File: config.mk
export PLATFORM = sky130hd
export DESIGN_NAME = mv_top
export DESIGN_NICKNAME = d
export VERILOG_FILES = /design/src/hdl/mv_pkg.sv /design/src/hdl/a_loader.sv /design/src/hdl/cmd_decode.sv /design/src/hdl/dot_engine.sv /design/src/hdl/mv_top.sv /design/src/hdl/result_writer.sv
export SDC_FILE = /design/constraint.sdc
export NUM_CORES = 1
export LEC_CHECK = 0
export BUFFER_PORTS_ARGS = -buffer_cell sky130_fd_sc_hd__buf_2
export CORE_UTILIZATION = 55
export CTS_CLUSTER_SIZE = 12
export DETAILED_ROUTE_END_ITERATION = 8
export GPL_TIMING_DRIVEN = 0
export PLACE_DENSITY = 0.73
export SLEW_MARGIN = 20
export SYNTH_ARGS = -nofsm -noshare
export SYNTH_HDL_FRONTEND = slang
export SYNTH_SLANG_ARGS = --single-unit
File: constraint.sdc
create_clock -name clk -period 11.7 [get_ports clk]
set_input_delay 0.585 -clock clk [delete_from_list [all_inputs] [get_ports clk]]
set_output_delay 0.585 -clock clk [all_outputs]
set_load 0.03 [all_outputs]
File: src/hdl/mv_pkg.sv
package mv_pkg;

  // ****************************************
  // Sizes
  // ****************************************

  localparam int DATA_WIDTH    = 16;
  localparam int A_DEPTH       = 8;   // Vector length and B row length
  localparam int A_ADDR_W      = 4;   // Wide enough to reach A_DEPTH
  localparam int A_INDEX_WIDTH = 3;
  localparam int ROWS          = 8;   // Max rows per run
  localparam int ROW_W         = 4;   // Holds 1 to ROWS
  localparam int B_ADDR_W      = 6;   // row * A_DEPTH + col

  // Full-precision row sum with no overflow over A_DEPTH products
  localparam int ACC_WIDTH     = 2 * DATA_WIDTH + $clog2(A_DEPTH);

  // ****************************************
  // Vector types
  // ****************************************

  typedef logic [DATA_WIDTH-1:0] data_t;
  typedef logic [ACC_WIDTH-1:0]  acc_t;
  typedef logic [ROW_W-1:0]      row_t;
  typedef logic [A_ADDR_W-1:0]   a_addr_t;
  typedef logic [B_ADDR_W-1:0]   b_addr_t;

  // ****************************************
  // Enums
  // ****************************************

  // Command opcodes
  typedef enum logic [1:0] {
    OP_NOP       = 2'd0,
    OP_RUN_LOAD  = 2'd1,  // Fetch A, then run
    OP_RUN_REUSE = 2'd2   // Run on the A already held
  } cmd_op_t;

  // Run sequencer states
  typedef enum logic [1:0] {
    S_IDLE = 2'd0,
    S_LOAD = 2'd1,
    S_RUN  = 2'd2,
    S_WAIT = 2'd3
  } dec_state_t;

endpackage

File: src/hdl/a_loader.sv
`timescale 1ns/1ps

module a_loader (
  input  logic                                clk,
  input  logic                                rst_n,
  input  logic                                a_restart,
  input  logic                                a_valid,
  output logic                                a_ready,
  input  mv_pkg::data_t                       a_bram_dout,
  output logic                                a_bram_enb,
  output mv_pkg::a_addr_t                     a_bram_addrb,
  output mv_pkg::data_t [mv_pkg::A_DEPTH-1:0] vec
);

  mv_pkg::a_addr_t                  rd_cnt;   // Next address to issue
  mv_pkg::a_addr_t                  wr_cnt;   // Words captured so far
  logic                             rd_en;
  logic                             rd_en_q;  // Data valid from the RAM
  logic [mv_pkg::A_INDEX_WIDTH-1:0] wr_idx;

  // ****************************************
  // Read side
  // ****************************************

  // Counter parks at A_DEPTH once every word is requested
  assign rd_en        = a_valid && !a_restart && (rd_cnt < mv_pkg::A_DEPTH);
  assign a_bram_enb   = rd_en;
  assign a_bram_addrb = rd_cnt;

  always_ff @(posedge clk or negedge rst_n) begin
    if (!rst_n) begin
      rd_cnt <= '0;
    end else if (a_restart) begin
      rd_cnt <= '0;
    end else if (rd_en) begin
      rd_cnt <= rd_cnt + 1'b1;
    end
  end

  // One-cycle RAM latency
  always_ff @(posedge clk or negedge rst_n) begin
    if (!rst_n) begin
      rd_en_q <= 1'b0;
    end else if (a_restart) begin
      rd_en_q <= 1'b0;
    end else begin
      rd_en_q <= rd_en;
    end
  end

  // ****************************************
  // Capture side
  // ****************************************

  assign wr_idx  = wr_cnt[mv_pkg::A_INDEX_WIDTH-1:0];
  assign a_ready = (wr_cnt == mv_pkg::a_addr_t'(mv_pkg::A_DEPTH));

  always_ff @(posedge clk or negedge rst_n) begin
    if (!rst_n) begin
      wr_cnt <= '0;
    end else if (a_restart) begin
      wr_cnt <= '0;
    end else if (rd_en_q) begin
      wr_cnt <= wr_cnt + 1'b1;
    end
  end

  // Vector survives a restart, so a reuse run sees the old A
  always_ff @(posedge clk) begin
    if (rd_en_q) begin
      vec[wr_idx] <= a_bram_dout;
    end
  end

  // Each returned word must land inside the register file
  a_wr_range: assert property (@(posedge clk) disable iff (!rst_n)
    rd_en_q |-> (wr_cnt < mv_pkg::A_DEPTH))
    else $error("A write index out of range: %0d", wr_cnt);

endmodule

File: src/hdl/cmd_decode.sv
`timescale 1ns/1ps

module cmd_decode (
  input  logic            clk,
  input  logic            rst_n,
  input  logic            cmd_valid,
  input  mv_pkg::cmd_op_t cmd_op,
  input  mv_pkg::row_t    cmd_rows,
  input  logic            a_ready,
  input  logic            wr_done,
  output logic            a_restart,
  output logic            a_valid,
  output logic            run_start,
  output mv_pkg::row_t    run_rows,
  output logic            busy,
  output logic            done
);

  mv_pkg::dec_state_t state;
  mv_pkg::row_t       rows_clamped;
  logic               start_cmd;

  // Only run opcodes start anything and only when idle
  assign start_cmd = cmd_valid && (state == mv_pkg::S_IDLE) &&
                     ((cmd_op == mv_pkg::OP_RUN_LOAD) || (cmd_op == mv_pkg::OP_RUN_REUSE));

  always_comb begin
    if (cmd_rows == '0) begin
      rows_clamped = mv_pkg::row_t'(1);
    end else if (cmd_rows > mv_pkg::ROWS) begin
      rows_clamped = mv_pkg::row_t'(mv_pkg::ROWS);
    end else begin
      rows_clamped = cmd_rows;
    end
  end

  assign a_valid = (state == mv_pkg::S_LOAD);
  assign busy    = (state != mv_pkg::S_IDLE);  // Falls together with done

  // ****************************************
  // Run sequencer
  // ****************************************
  always_ff @(posedge clk or negedge rst_n) begin
    if (!rst_n) begin
      state     <= mv_pkg::S_IDLE;
      a_restart <= 1'b0;
      run_start <= 1'b0;
      done      <= 1'b0;
      run_rows  <= '0;
    end else begin
      a_restart <= 1'b0;
      run_start <= 1'b0;
      done      <= 1'b0;
      case (state)
        mv_pkg::S_IDLE: begin
          if (start_cmd) begin
            run_rows <= rows_clamped;
            if (cmd_op == mv_pkg::OP_RUN_LOAD) begin
              state     <= mv_pkg::S_LOAD;
              a_restart <= 1'b1;
            end else begin
              state     <= mv_pkg::S_RUN;  // Reuse skips the load
              run_start <= 1'b1;
            end
          end
        end
        mv_pkg::S_LOAD: begin
          // a_ready is stale while the restart pulse is still out
          if (a_ready && !a_restart) begin
            state     <= mv_pkg::S_RUN;
            run_start <= 1'b1;
          end
        end
        mv_pkg::S_RUN: begin
          state <= mv_pkg::S_WAIT;
        end
        mv_pkg::S_WAIT: begin
          if (wr_done) begin
            state <= mv_pkg::S_IDLE;
            done  <= 1'b1;
          end
        end
        default: state <= mv_pkg::S_IDLE;
      endcase
    end
  end

  // Last write of a run only lands while waiting for it
  a_done_order: assert property (@(posedge clk) disable iff (!rst_n)
    wr_done |-> (state == mv_pkg::S_WAIT))
    else $error("wr_done arrived outside S_WAIT");

endmodule

File: src/hdl/dot_engine.sv
`timescale 1ns/1ps

module dot_engine (
  input  logic                                clk,
  input  logic                                rst_n,
  input  logic                                run_start,
  input  mv_pkg::row_t                        run_rows,
  input  mv_pkg::data_t [mv_pkg::A_DEPTH-1:0] vec,
  input  mv_pkg::data_t                       b_bram_dout,
  output logic                                b_bram_enb,
  output mv_pkg::b_addr_t                     b_bram_addrb,
  output logic                                row_valid,
  output mv_pkg::acc_t                        row_sum,
  output mv_pkg::row_t                        row_idx
);

  logic                             issuing;
  logic [mv_pkg::A_INDEX_WIDTH-1:0] col_cnt;
  mv_pkg::row_t                     row_cnt;
  logic                             last_col;
  logic                             last_row;

  // Stage 1 tags aligned with b_bram_dout
  logic                             s1_valid;
  logic [mv_pkg::A_INDEX_WIDTH-1:0] s1_col;
  logic                             s1_last;
  mv_pkg::row_t                     s1_row;

  mv_pkg::acc_t                     product;

  // ****************************************
  // Address issue
  // ****************************************

  assign last_col = (col_cnt == mv_pkg::A_INDEX_WIDTH'(mv_pkg::A_DEPTH - 1));
  assign last_row = (row_cnt == mv_pkg::row_t'(run_rows - 1'b1));

  assign b_bram_enb   = issuing;
  assign b_bram_addrb = mv_pkg::b_addr_t'(row_cnt * mv_pkg::A_DEPTH + col_cnt);

  always_ff @(posedge clk or negedge rst_n) begin
    if (!rst_n) begin
      issuing <= 1'b0;
      col_cnt <= '0;
      row_cnt <= '0;
    end else if (run_start) begin
      issuing <= 1'b1;
      col_cnt <= '0;
      row_cnt <= '0;
    end else if (issuing) begin
      if (last_col) begin
        col_cnt <= '0;
        row_cnt <= row_cnt + 1'b1;  // Next row right behind
        if (last_row) begin
          issuing <= 1'b0;
        end
      end else begin
        col_cnt <= col_cnt + 1'b1;
      end
    end
  end

  // ****************************************
  // Tag pipeline and MAC
  // ****************************************

  always_ff @(posedge clk or negedge rst_n) begin
    if (!rst_n) begin
      s1_valid  <= 1'b0;
      row_valid <= 1'b0;
    end else begin
      s1_valid  <= issuing;
      row_valid <= s1_valid && s1_last;  // Sum complete after last column
    end
  end

  always_ff @(posedge clk) begin
    s1_col  <= col_cnt;
    s1_last <= last_col;
    s1_row  <= row_cnt;
    row_idx <= s1_row;
  end

  assign product = mv_pkg::acc_t'(vec[s1_col]) * mv_pkg::acc_t'(b_bram_dout);

  // Column zero opens a fresh sum
  always_ff @(posedge clk) begin
    if (s1_valid) begin
      if (s1_col == '0) begin
        row_sum <= product;
      end else begin
        row_sum <= row_sum + product;
      end
    end
  end

  // Sequencer must wait for the previous run to drain
  a_no_restart: assert property (@(posedge clk) disable iff (!rst_n)
    run_start |-> !issuing)
    else $error("run_start while B rows still issuing");

endmodule

File: src/hdl/mv_top.sv
`timescale 1ns/1ps

module mv_top (
  input  logic            clk,
  input  logic            rst_n,
  // Command
  input  logic            cmd_valid,
  input  mv_pkg::cmd_op_t cmd_op,
  input  mv_pkg::row_t    cmd_rows,
  // A memory
  output logic            a_bram_enb,
  output mv_pkg::a_addr_t a_bram_addrb,
  input  mv_pkg::data_t   a_bram_dout,
  // B memory
  output logic            b_bram_enb,
  output mv_pkg::b_addr_t b_bram_addrb,
  input  mv_pkg::data_t   b_bram_dout,
  // Result memory
  output logic            res_we,
  output mv_pkg::row_t    res_addr,
  output mv_pkg::acc_t    res_wdata,
  // Status
  output logic            busy,
  output logic            done
);

  // ****************************************
  // Internal wires
  // ****************************************

  logic                                a_restart;
  logic                                a_valid;
  logic                                a_ready;
  logic                                run_start;
  mv_pkg::row_t                        run_rows;
  mv_pkg::data_t [mv_pkg::A_DEPTH-1:0] vec;
  logic                                row_valid;
  mv_pkg::acc_t                        row_sum;
  mv_pkg::row_t                        row_idx;
  logic                                wr_done;

  // ****************************************
  // Decode
  // ****************************************

  cmd_decode cmd_decode_inst (
    .clk       (clk),
    .rst_n     (rst_n),
    .cmd_valid (cmd_valid),
    .cmd_op    (cmd_op),
    .cmd_rows  (cmd_rows),
    .a_ready   (a_ready),
    .wr_done   (wr_done),
    .a_restart (a_restart),
    .a_valid   (a_valid),
    .run_start (run_start),
    .run_rows  (run_rows),
    .busy      (busy),
    .done      (done)
  );

  // ****************************************
  // Execute
  // ****************************************

  a_loader a_loader_inst (
    .clk          (clk),
    .rst_n        (rst_n),
    .a_restart    (a_restart),
    .a_valid      (a_valid),
    .a_ready      (a_ready),
    .a_bram_dout  (a_bram_dout),
    .a_bram_enb   (a_bram_enb),
    .a_bram_addrb (a_bram_addrb),
    .vec          (vec)
  );

  dot_engine dot_engine_inst (
    .clk          (clk),
    .rst_n        (rst_n),
    .run_start    (run_start),
    .run_rows     (run_rows),
    .vec          (vec),
    .b_bram_dout  (b_bram_dout),
    .b_bram_enb   (b_bram_enb),
    .b_bram_addrb (b_bram_addrb),
    .row_valid    (row_valid),
    .row_sum      (row_sum),
    .row_idx      (row_idx)
  );

  // Results
  result_writer result_writer_inst (
    .clk       (clk),
    .rst_n     (rst_n),
    .run_start (run_start),
    .run_rows  (run_rows),
    .row_valid (row_valid),
    .row_sum   (row_sum),
    .row_idx   (row_idx),
    .res_we    (res_we),
    .res_addr  (res_addr),
    .res_wdata (res_wdata),
    .wr_done   (wr_done)
  );

endmodule

File: src/hdl/result_writer.sv
`timescale 1ns/1ps

module result_writer (
  input  logic         clk,
  input  logic         rst_n,
  input  logic         run_start,
  input  mv_pkg::row_t run_rows,
  input  logic         row_valid,
  input  mv_pkg::acc_t row_sum,
  input  mv_pkg::row_t row_idx,
  output logic         res_we,
  output mv_pkg::row_t res_addr,
  output mv_pkg::acc_t res_wdata,
  output logic         wr_done
);

  mv_pkg::row_t wr_cnt;       // Writes since run_start
  mv_pkg::row_t wr_cnt_next;

  assign wr_cnt_next = wr_cnt + 1'b1;

  // ****************************************
  // Write strobe and row count
  // ****************************************
  always_ff @(posedge clk or negedge rst_n) begin
    if (!rst_n) begin
      res_we  <= 1'b0;
      wr_done <= 1'b0;
      wr_cnt  <= '0;
    end else begin
      res_we  <= row_valid;
      wr_done <= row_valid && (wr_cnt_next == run_rows);  // Same cycle as last write
      if (run_start) begin
        wr_cnt <= '0;
      end else if (row_valid) begin
        wr_cnt <= wr_cnt_next;
      end
    end
  end

  // Result port payload
  always_ff @(posedge clk) begin
    if (row_valid) begin
      res_addr  <= row_idx;
      res_wdata <= row_sum;
    end
  end

  // Rows must come back in issue order with none skipped
  a_row_order: assert property (@(posedge clk) disable iff (!rst_n)
    row_valid |-> (row_idx == wr_cnt))
    else $error("Row %0d arrived, expected %0d", row_idx, wr_cnt);

endmodule

## Word-level counts from Yosys, hierarchy flattened

Index checks and enable logic that the tools add are counted.
W data, S select, Z words.

- Flip-flop bits (word level): 248
- Bits in latches: 0
- Bits in writable memories: 0
- ROM bits: 0
- Word-level logic and storage cells: 119
- Memories: 0

- Add/sub/neg operators: 8
- $mul: 1
- Divide/modulo/power cells: 0
- Order comparisons: 5
- Equal/unequal tests: 12
- Shifts and indexed selects: 0
- Mux-type cells: 39
- Bitwise logic cells: 0
- Reduce and logical (&&, ||, !) cells: 22

Operator list:

| operator | count |
|---|---|
| $bwmux W128 | 1 |
| $bmux W16 S3 | 1 |
| $demux W16 S3 | 1 |
| $mux W4 | 11 |
| $add A35 B32 Y35 | 1 |
| $mul A16 B16 Y32 | 1 |
| $mux W16 | 2 |
| $mux W32 | 1 |
| $add A4 B1 Y4 const B | 4 |
| $mux W1 | 13 |
| $reduce_bool A2 Y1 | 6 |
| $mux W3 | 3 |
| $eq A4 B4 Y1 | 2 |
| $logic_and A1 B1 Y1 | 8 |
| $lt A3 B4 Y1 const B | 2 |
| $mux W2 | 4 |
| $pmux W2 S4 | 1 |
| $add A6 B3 Y6 | 1 |
| $eq A2 B2 Y1 const B | 3 |
| $eq A2 B1 Y1 const B | 2 |
| $eq A4 B4 Y1 const B | 1 |
| $gt A4 B4 Y1 const B | 1 |
| $logic_not A4 Y1 | 1 |
| $lt A4 B4 Y1 const B | 1 |
| 13 further kinds | 15 |

## Logic depth before layout (Yosys ltp)

Gate-level depths: netlist (run 1).

- Word-level depth: 6
- Depth in mapped cells: 36
- Mapped depth without buffers: 32

## By module

A second synthesis (run 1) with hierarchy kept.

- Cell total of the unflattened synthesis: 1761
- Area total of the unflattened synthesis: 19772.7 um^2

By module, submodules not included:

| module | times used | cells each | area an instance (um^2) |
|---|---|---|---|
| dot_engine | 1 | 1469 | 13506.7 |
| a_loader | 1 | 180 | 4314.1 |
| result_writer | 1 | 65 | 1467.7 |
| cmd_decode | 1 | 47 | 484.2 |

## Least setup slack after synthesis (run 1)

No wires, ideal clock.

- Kind: flip-flop to flip-flop
- Start point: reg dot_engine_inst.s1_col[0] in the netlist's numbering
- End point: reg dot_engine_inst.row_sum[29] (data pin)
- Library setup time: 0.260 ns
- Arrival time: 8.443 ns
- Required time: 11.440 ns
- Slack: 2.997 ns
- Stages on the path, launching flop included: 34
- Path buffers: 4
- Path through: dfxtp_1 buf_2 buf_2 mux4_2 mux2_2 clkbuf_1 nand2_1 fa_1 fa_1 fa_1 fa_1 inv_1 fa_1 inv_1 fa_1 inv_1 ha_1 a21oi_1 o211ai_1 or3_1 o21ai_0 nand4b_1 a31oi_1 xnor2_1 ha_1 clkbuf_1 a21oi_1 o21ai_1 a21o_1 a2111oi_0 o22a_1 o31ai_1 xor2_1 mux2_2

- Word-level cells in the longest chain between the ends: 5
- Elaborated cells on any way between the ends: 6

Ends and longest elaborated chain:

| what | line | RTL |
|---|---|---|
| from (decl) | dot_engine.sv:25 | `logic [mv_pkg::A_INDEX_WIDTH-1:0] s1_col;` |
| from (signal assigned) | dot_engine.sv:78 | `s1_col <= col_cnt;` |
| $bmux W16 S3 | dot_engine.sv:84 | `assign product = mv_pkg::acc_t'(vec[s1_col]) * mv_pkg::acc_t'(b_bram_dout);` |
| $mux W16 (implied by the code) | dot_engine.sv:84 |  |
| $mul A16 B16 Y32 | dot_engine.sv:84 |  |
| $add A35 B32 Y35 | dot_engine.sv:92 | `row_sum <= row_sum + product;` |
| $mux W32 * | dot_engine.sv:89 | `if (s1_col == '0) begin` |
| to (signal assigned) | dot_engine.sv:90 | `row_sum <= product;` |
| to (signal assigned) | dot_engine.sv:92 |  |
| to (decl) | dot_engine.sv:13 | `output mv_pkg::acc_t row_sum,` |

Every way passes the cells marked *; elsewhere a longest branch is shown, timed or not. The select of a mux whose other input is x is not followed.
A chain may end at the register's enable or synchronous reset.

## Worst setup path in the final report (run 1)

- Start point: reg dot_engine_inst.s1_col[1] in the netlist's numbering
- End point: reg dot_engine_inst.row_sum[29] (data pin)

Same word-level chain as after synthesis.

==> results of run 1 <==
[worst reg2reg max path: cells and delay by family (launching register included)]
| kind | cells | cell delay [ns] |
|---|---|---|
| AOI/OAI and AO/OA | 10 | 2.22 |
| xor gates and xnor gates | 2 | 0.40 |
| adders and majority gates | 8 | 3.64 |
| buffers and inverters | 8 | 1.86 |
| DFF | 1 | 0.30 |
| muxes | 3 | 1.44 |
| and+or+nand+nor | 3 | 0.44 |
[flip-flops by register name, summed over array words and instances (netlist names), 4 cells and up]
signal / count
cmd_decode_inst.run_rows: 4
dot_engine_inst.row_sum: 35
dot_engine_inst.row_cnt: 4
dot_engine_inst.row_idx: 4
result_writer_inst.res_wdata: 35
a_loader_inst.a_bram_addrb: 4
dot_engine_inst.s1_row: 4
result_writer_inst.res_addr: 4
a_loader_inst.vec: 128
result_writer_inst.wr_cnt: 4
a_loader_inst.wr_cnt: 4
[worst min-delay path by stage]
| stage | start | depth (start not counted) | endpoint | slack, ns |
|---|---|---|---|---|
| final | rst_n | 1 | dot_engine_inst.col_cnt[1] | 0.11 |
| after global routing | rst_n | 1 | a_loader_inst.a_bram_addrb[0] | 0.18 |
| after CTS | rst_n | 1 | dot_engine_inst.row_valid | 0.12 |
| after detailed placement | dot_engine_inst.s1_row[2] | 0 | dot_engine_inst.row_idx[2] | 0.31 |
| after global placement | dot_engine_inst.s1_row[1] | 0 | dot_engine_inst.row_idx[1] | 0.31 |
| after floorplan | rst_n | 0 | a_loader_inst.a_bram_addrb[0] | 0.29 |
[through the flow]
step	hold WS, ns	area (µm²)
2_1_floorplan	0.289	19900
3_3_place_gp	0.313	20900
3_5_place_dp	0.312	21100
4_1_cts	0.117	22000
5_1_grt	0.180	22000
6_report	0.115	22000
[per-layer routing]
layer  up-vias  part of all wire [%]  GRT usage [%]
met5         -                     0              0
li1       6284                     -              -
met3       106                   5.6           4.00
met2       399                    49           42.7
met1      6878                    41           32.9
met4         0                   4.1           10.4
[logic make-up after synthesis]
group / Yosys count / share of synthesized area, %
simple gates: 499 / 12.1
fa+ha+maj: 345 / 29.1
buf+inv: 324 / 6.24
flops: 248 / 36.0
compound gates: 236 / 7.59
xor+xnor: 78 / 3.44
mux: 67 / 5.54
[final cells by class]
| cell class | count | area share [%] |
|---|---|---|
| buffer | 72 | 1.34 |
| clock buffer | 34 | 3.34 |
| clock inverter | 9 | 0.524 |
| inverter | 252 | 4.30 |
| multi-input combinational | 1225 | 52.4 |
| sequential | 248 | 32.6 |
| tap | 461 | 2.62 |
| timing repair buffer | 106 | 2.89 |
[Yosys cell counts, drive strengths merged (3+ instances only)]
library cell and n:
a2111oi 3, a211oi 6, a21boi 3, a21o 20, a21oi 79, a31oi 7, and2 85, and3 6
buf 15, clkbuf 57, dfrtp 34, dfxtp 12, edfxtp 202, fa 195, ha 150, inv 252
mux2 25, mux2i 10, mux4 32, nand2 196, nand2b 24, nand3 19, nand4 14, nor2 80
nor2b 43, nor3 16, o2111ai 3, o211ai 11, o21a 10, o21ai 50, o21bai 13, o22ai 3
o31ai 5, o41ai 3, or2 3, or3 5, xnor2 45, xor2 33
==> impl_metrics.ini, run 1 <==
[worst_setup_path]
r2r_setup_slack_ns = 1.15
crit_family = adder cells
arrival_ns = 10.85
cpMostUsedCell = fa_1
rr_endpoint = dot_engine_inst.row_sum[29]
crit_start = dot_engine_inst.s1_col[1]
crit_path_end = dot_engine_inst.row_sum[29]
reg2reg_from = dot_engine_inst.s1_col[1]
path_class = reg2reg
cp.depth = 34
setup.worst_path.start_class = flop
slowest_stage = mux2i_2
required_ns = 12.00
r2r_cells = 34
cp_max_fo = 10
path_buf_inv = 8
slowest_delay_ns = 0.71
crit_path_end_kind = flop

[cells_and_area]
register_area_um2 = 7160
final_common_cell = inv_1
n_antenna_cell = 0
fin_nets = 2318
final_cells = 2407
drive_gt1_share_pct = 12.2
multiInputGateArea_um2 = 11500
nFillCells = 2903
mostFrequentLayoutCells = inv_1 (252), edfxtp_1 (202), nand2_1 (196)
layout-area-overhead-vs-synth_pct = 10.6
utilization_pct = 61.8

[grt]
grt_use_total_pct = 25.4
grt_max_degree = 35
grt.overflow.total = 0
antenna_found_initial = 0
grt_pass1_vias = 13900
grt_pass1_wl_um = 71800

[yosys]
yosys_warnings = 0
synth_cells = 1797
synth_top_area_cell = edfxtp_1
syn_nets = 2183
synth-main-ff-cell = edfxtp_1
synthTopCellsByArea = edfxtp_1 (31%), fa_1 (20%), ha_1 (9.4%), inv_1 (4.8%), dfrtp_1 (4.3%)
ys_async_sr_fraction_pct = 13.7
yosysUniqueCellTypes = 70
synth_top_area_share_pct = 30.5
synth_area_um2 = 19900
ys_ff_latch = 248
synth_edf_count = 202
avgSynthCellArea_um2 = 11.1
seq_area_frac_synth_pct = 36.0

[floorplan]
core_um2 = 35600
die-height_um = 192
start_util_pct = 55.9
dieArea_um2 = 36900
rows = 69
io_pins = 95
die_w_um = 192

[sta]
fmax_mhz = 94.8
setup_viol = 0
hold_viol_final = 0
fin_setup_tns_ns = 0
period_share_pct = 90.2
worst_slack_ns = 1.15
rsz0062_at_grt = false
period_minus_slack_ns = 10.55
fin_skew_ns = 0.0140
slew_violations = 0
worst_pin_slew_ns = 0.911
relSlewSlack_pct = 38.1

[drt]
drt_iter0_drc = 811
dr.pass1.iters = 6
viasPerCell = 5.68
postRouteAntennaNets = 0
wl_um = 45000
route.detailed.drc = 0
wire_per_inst_um = 18.7
vias = 13700

[clocking]
cts_root_buf = clkbuf_16
post_cts_buffers = 0
ctsHoldBuffers = 0
clk_pin_slew_worst_paths_ns = 0.06
tritoncts = yes
clock_path_buffers = 3
numCtsBuffers = 27
clkSinkCount = 248
htreeDepth = 1
cts_resized = 0
clk-insertion-delay-late_ns = 0.55

[place]
hpwl_um = 35000
gp_congestion = 0.927
placed_cells = 2364
io_buffers = 94
dp_slack_ns = 1.39

[run]
drv_cap = 0

[status]
outcome = completed

[min_path]
hold_path_class = in2async
Power of run 1 is left out: the tool's default activity adds up to more than one toggle a clock period on the data nets, which glitch-free logic cannot reach.
==> inputs of run 2 (changes only) <==
--- a/config.mk
+++ b/config.mk
@@ -7,4 +7,5 @@
 export LEC_CHECK = 0
 export BUFFER_PORTS_ARGS = -buffer_cell sky130_fd_sc_hd__buf_2
+export CORE_ASPECT_RATIO = 2
 export CORE_UTILIZATION = 55
 export CTS_CLUSTER_SIZE = 12
==> constraint.sdc (replaced) <==
create_clock -name clk -period 11.7 [get_ports clk]
set_input_delay 0.585 -clock clk [delete_from_list [all_inputs] [get_ports clk]]
set_output_delay 0.585 -clock clk [all_outputs]
set_load 0.02 [all_outputs]
==> run 2 against run 1 <==
Via count increased by 0.72%; die area rose by 0.12%; first-iteration DRC count down 35%; fmax down 0.88%; register-to-register slack worse by 0.09 ns; sequential share of layout area rose by 0.18 points; non-clock buffer count is the same; critical path depth shrank 6; critical endpoint unchanged; largest cell class unchanged.
==> impl_metrics.ini, run 2 (synthesis results as in run 1) <==
[sta]
slew_violations = 0
fin_setup_tns_ns = 0
rsz0062_at_grt = false
holdWs_ns = 0.103
hold_viol_final = 0
fin_skew_ns = 0.0403
relSlewSlack_pct = 42.0
worst_pin_slew_ns = 0.853
fmax_mhz = 94.0
period_share_pct = 91.0
period_minus_slack_ns = 10.64
setup_viol = 0

[grt]
grt_use_total_pct = 28.2
grt_util_met3_pct = 3.00
grt_max_degree = 35
grt_pass1_wl_um = 78100
top_usage_layer = met2
grt_pass1_vias = 15200
grt_util_met1_pct = 27.6
grt.overflow.total = 0
antenna_found_initial = 1
use_met2_pct = 51.4

[floorplan]
rows = 98
die_w_um = 136
core_um2 = 35700
dieArea_um2 = 37000
start_util_pct = 55.7
die-height_um = 271
io_pins = 95

[cells_and_area]
n_antenna_cell = 0
fin_nets = 2316
mostFrequentLayoutCells = inv_1 (252), edfxtp_1 (202), nand2_1 (196)
largest_reg_flops = 128
regMostFlops = a_loader_inst.vec
final_common_cell = inv_1
final_cells = 2399
drive_gt1_share_pct = 11.8
layout-area-overhead-vs-synth_pct = 9.94
fin_area_um2 = 21900
top_regs = a_loader_inst.vec x128, dot_engine_inst.row_sum x35, result_writer_inst.res_wdata x35

[drt]
viasPerCell = 5.74
route.detailed.drc = 0
drt_iter0_drc = 528
wl_um = 49200
postRouteAntennaNets = 0
vias = 13800
dr.pass1.iters = 5
wire_per_inst_um = 20.5

[clocking]
cts_root_buf = clkbuf_16
numCtsBuffers = 25
cts_resized = 0
clk_pin_slew_worst_paths_ns = 0.06
post_cts_buffers = 0
tritoncts = yes
clock_path_buffers = 3
htreeDepth = 1
clkSinkCount = 248
clk-insertion-delay-late_ns = 0.56
ctsHoldBuffers = 0

[worst_setup_path]
required_ns = 12.00
slowest_stage = mux2i_2
crit_path_end_kind = flop
slowest_delay_ns = 0.69
path_buf_inv = 6
path_class = reg2reg
crit_family = adder cells
r2r_setup_slack_ns = 1.06
cp_max_fo = 10
setup.worst_path.start_class = flop
arrival_ns = 10.94
cpMostUsedCell = fa_1

[min_path]
hold_path_class = in2async

[place]
hpwl_um = 39400
dpl-instance-area_um2 = 21100
placed_cells = 2353
gp_congestion = 0.959
io_buffers = 94

[run]
drv_cap = 0

[status]
outcome = completed
-- run 2: cell types whose count changed in the layout (fill, tap and decap cells not counted), sizes merged --
| cell | change |
|---|---|
| bufinv | -1 |
| clkinv | -5 |
| clkbuf | +9 |
-- run 2: final timing paths --
| path | start | end | cells past startpoint |
|---|---|---|---|
| max reg2reg | dot_engine_inst.s1_col[1] | dot_engine_inst.row_sum[29] | 28 |
| max | dot_engine_inst.s1_col[1] | dot_engine_inst.row_sum[29] | 28 |
| min in group clk | cmd_rows[3] | cmd_decode_inst.run_rows[0] | 2 |
| min | rst_n | a_loader_inst.wr_cnt[0] | 1 |
| max in group asynchronous | rst_n | dot_engine_inst.s1_valid | 1 |
| min reg2reg | dot_engine_inst.s1_row[1] | dot_engine_inst.row_idx[1] | 0 |
-- run 2: worst reg2reg max path: cells and delay by family, from the launching register on --
| family | cells | cell delay [ns] |
|---|---|---|
| mux | 3 | 1.41 |
| compound gates | 6 | 1.82 |
| xor+xnor | 2 | 0.32 |
| flops | 1 | 0.30 |
| buf+inv | 6 | 1.97 |
| fa+ha+maj | 8 | 3.71 |
| simple gates | 3 | 0.89 |
-- run 2: per-layer routing --
layer | wire (µm) | part of all wire, %
met1 | 15600 | 32
met2 | 27200 | 55
met3 | 1840 | 3.8
met4 | 4550 | 9.2
met5 | 11 | 0.022
-- run 2: final cells by class --
type,count,area [µm²]
buffer,72,294
clock buffer,43,703
clock inverter,3,47.5
fill,2916,13800
inverter,252,946
multi-input combinational,1225,11500
sequential,248,7160
tap,450,563
timing repair buffer,106,623
-- run 2: through the flow --
step / setup slack, ns / utilization, %
after global placement: 0.886 / 58.6
after global routing: 0.462 / 61.3
after detailed placement: 1.14 / 59.1
after CTS: 1.08 / 61.3
after floorplan: 3.00 / -
final: 1.06 / 61.3
Power of run 2 is left out for the same reason.
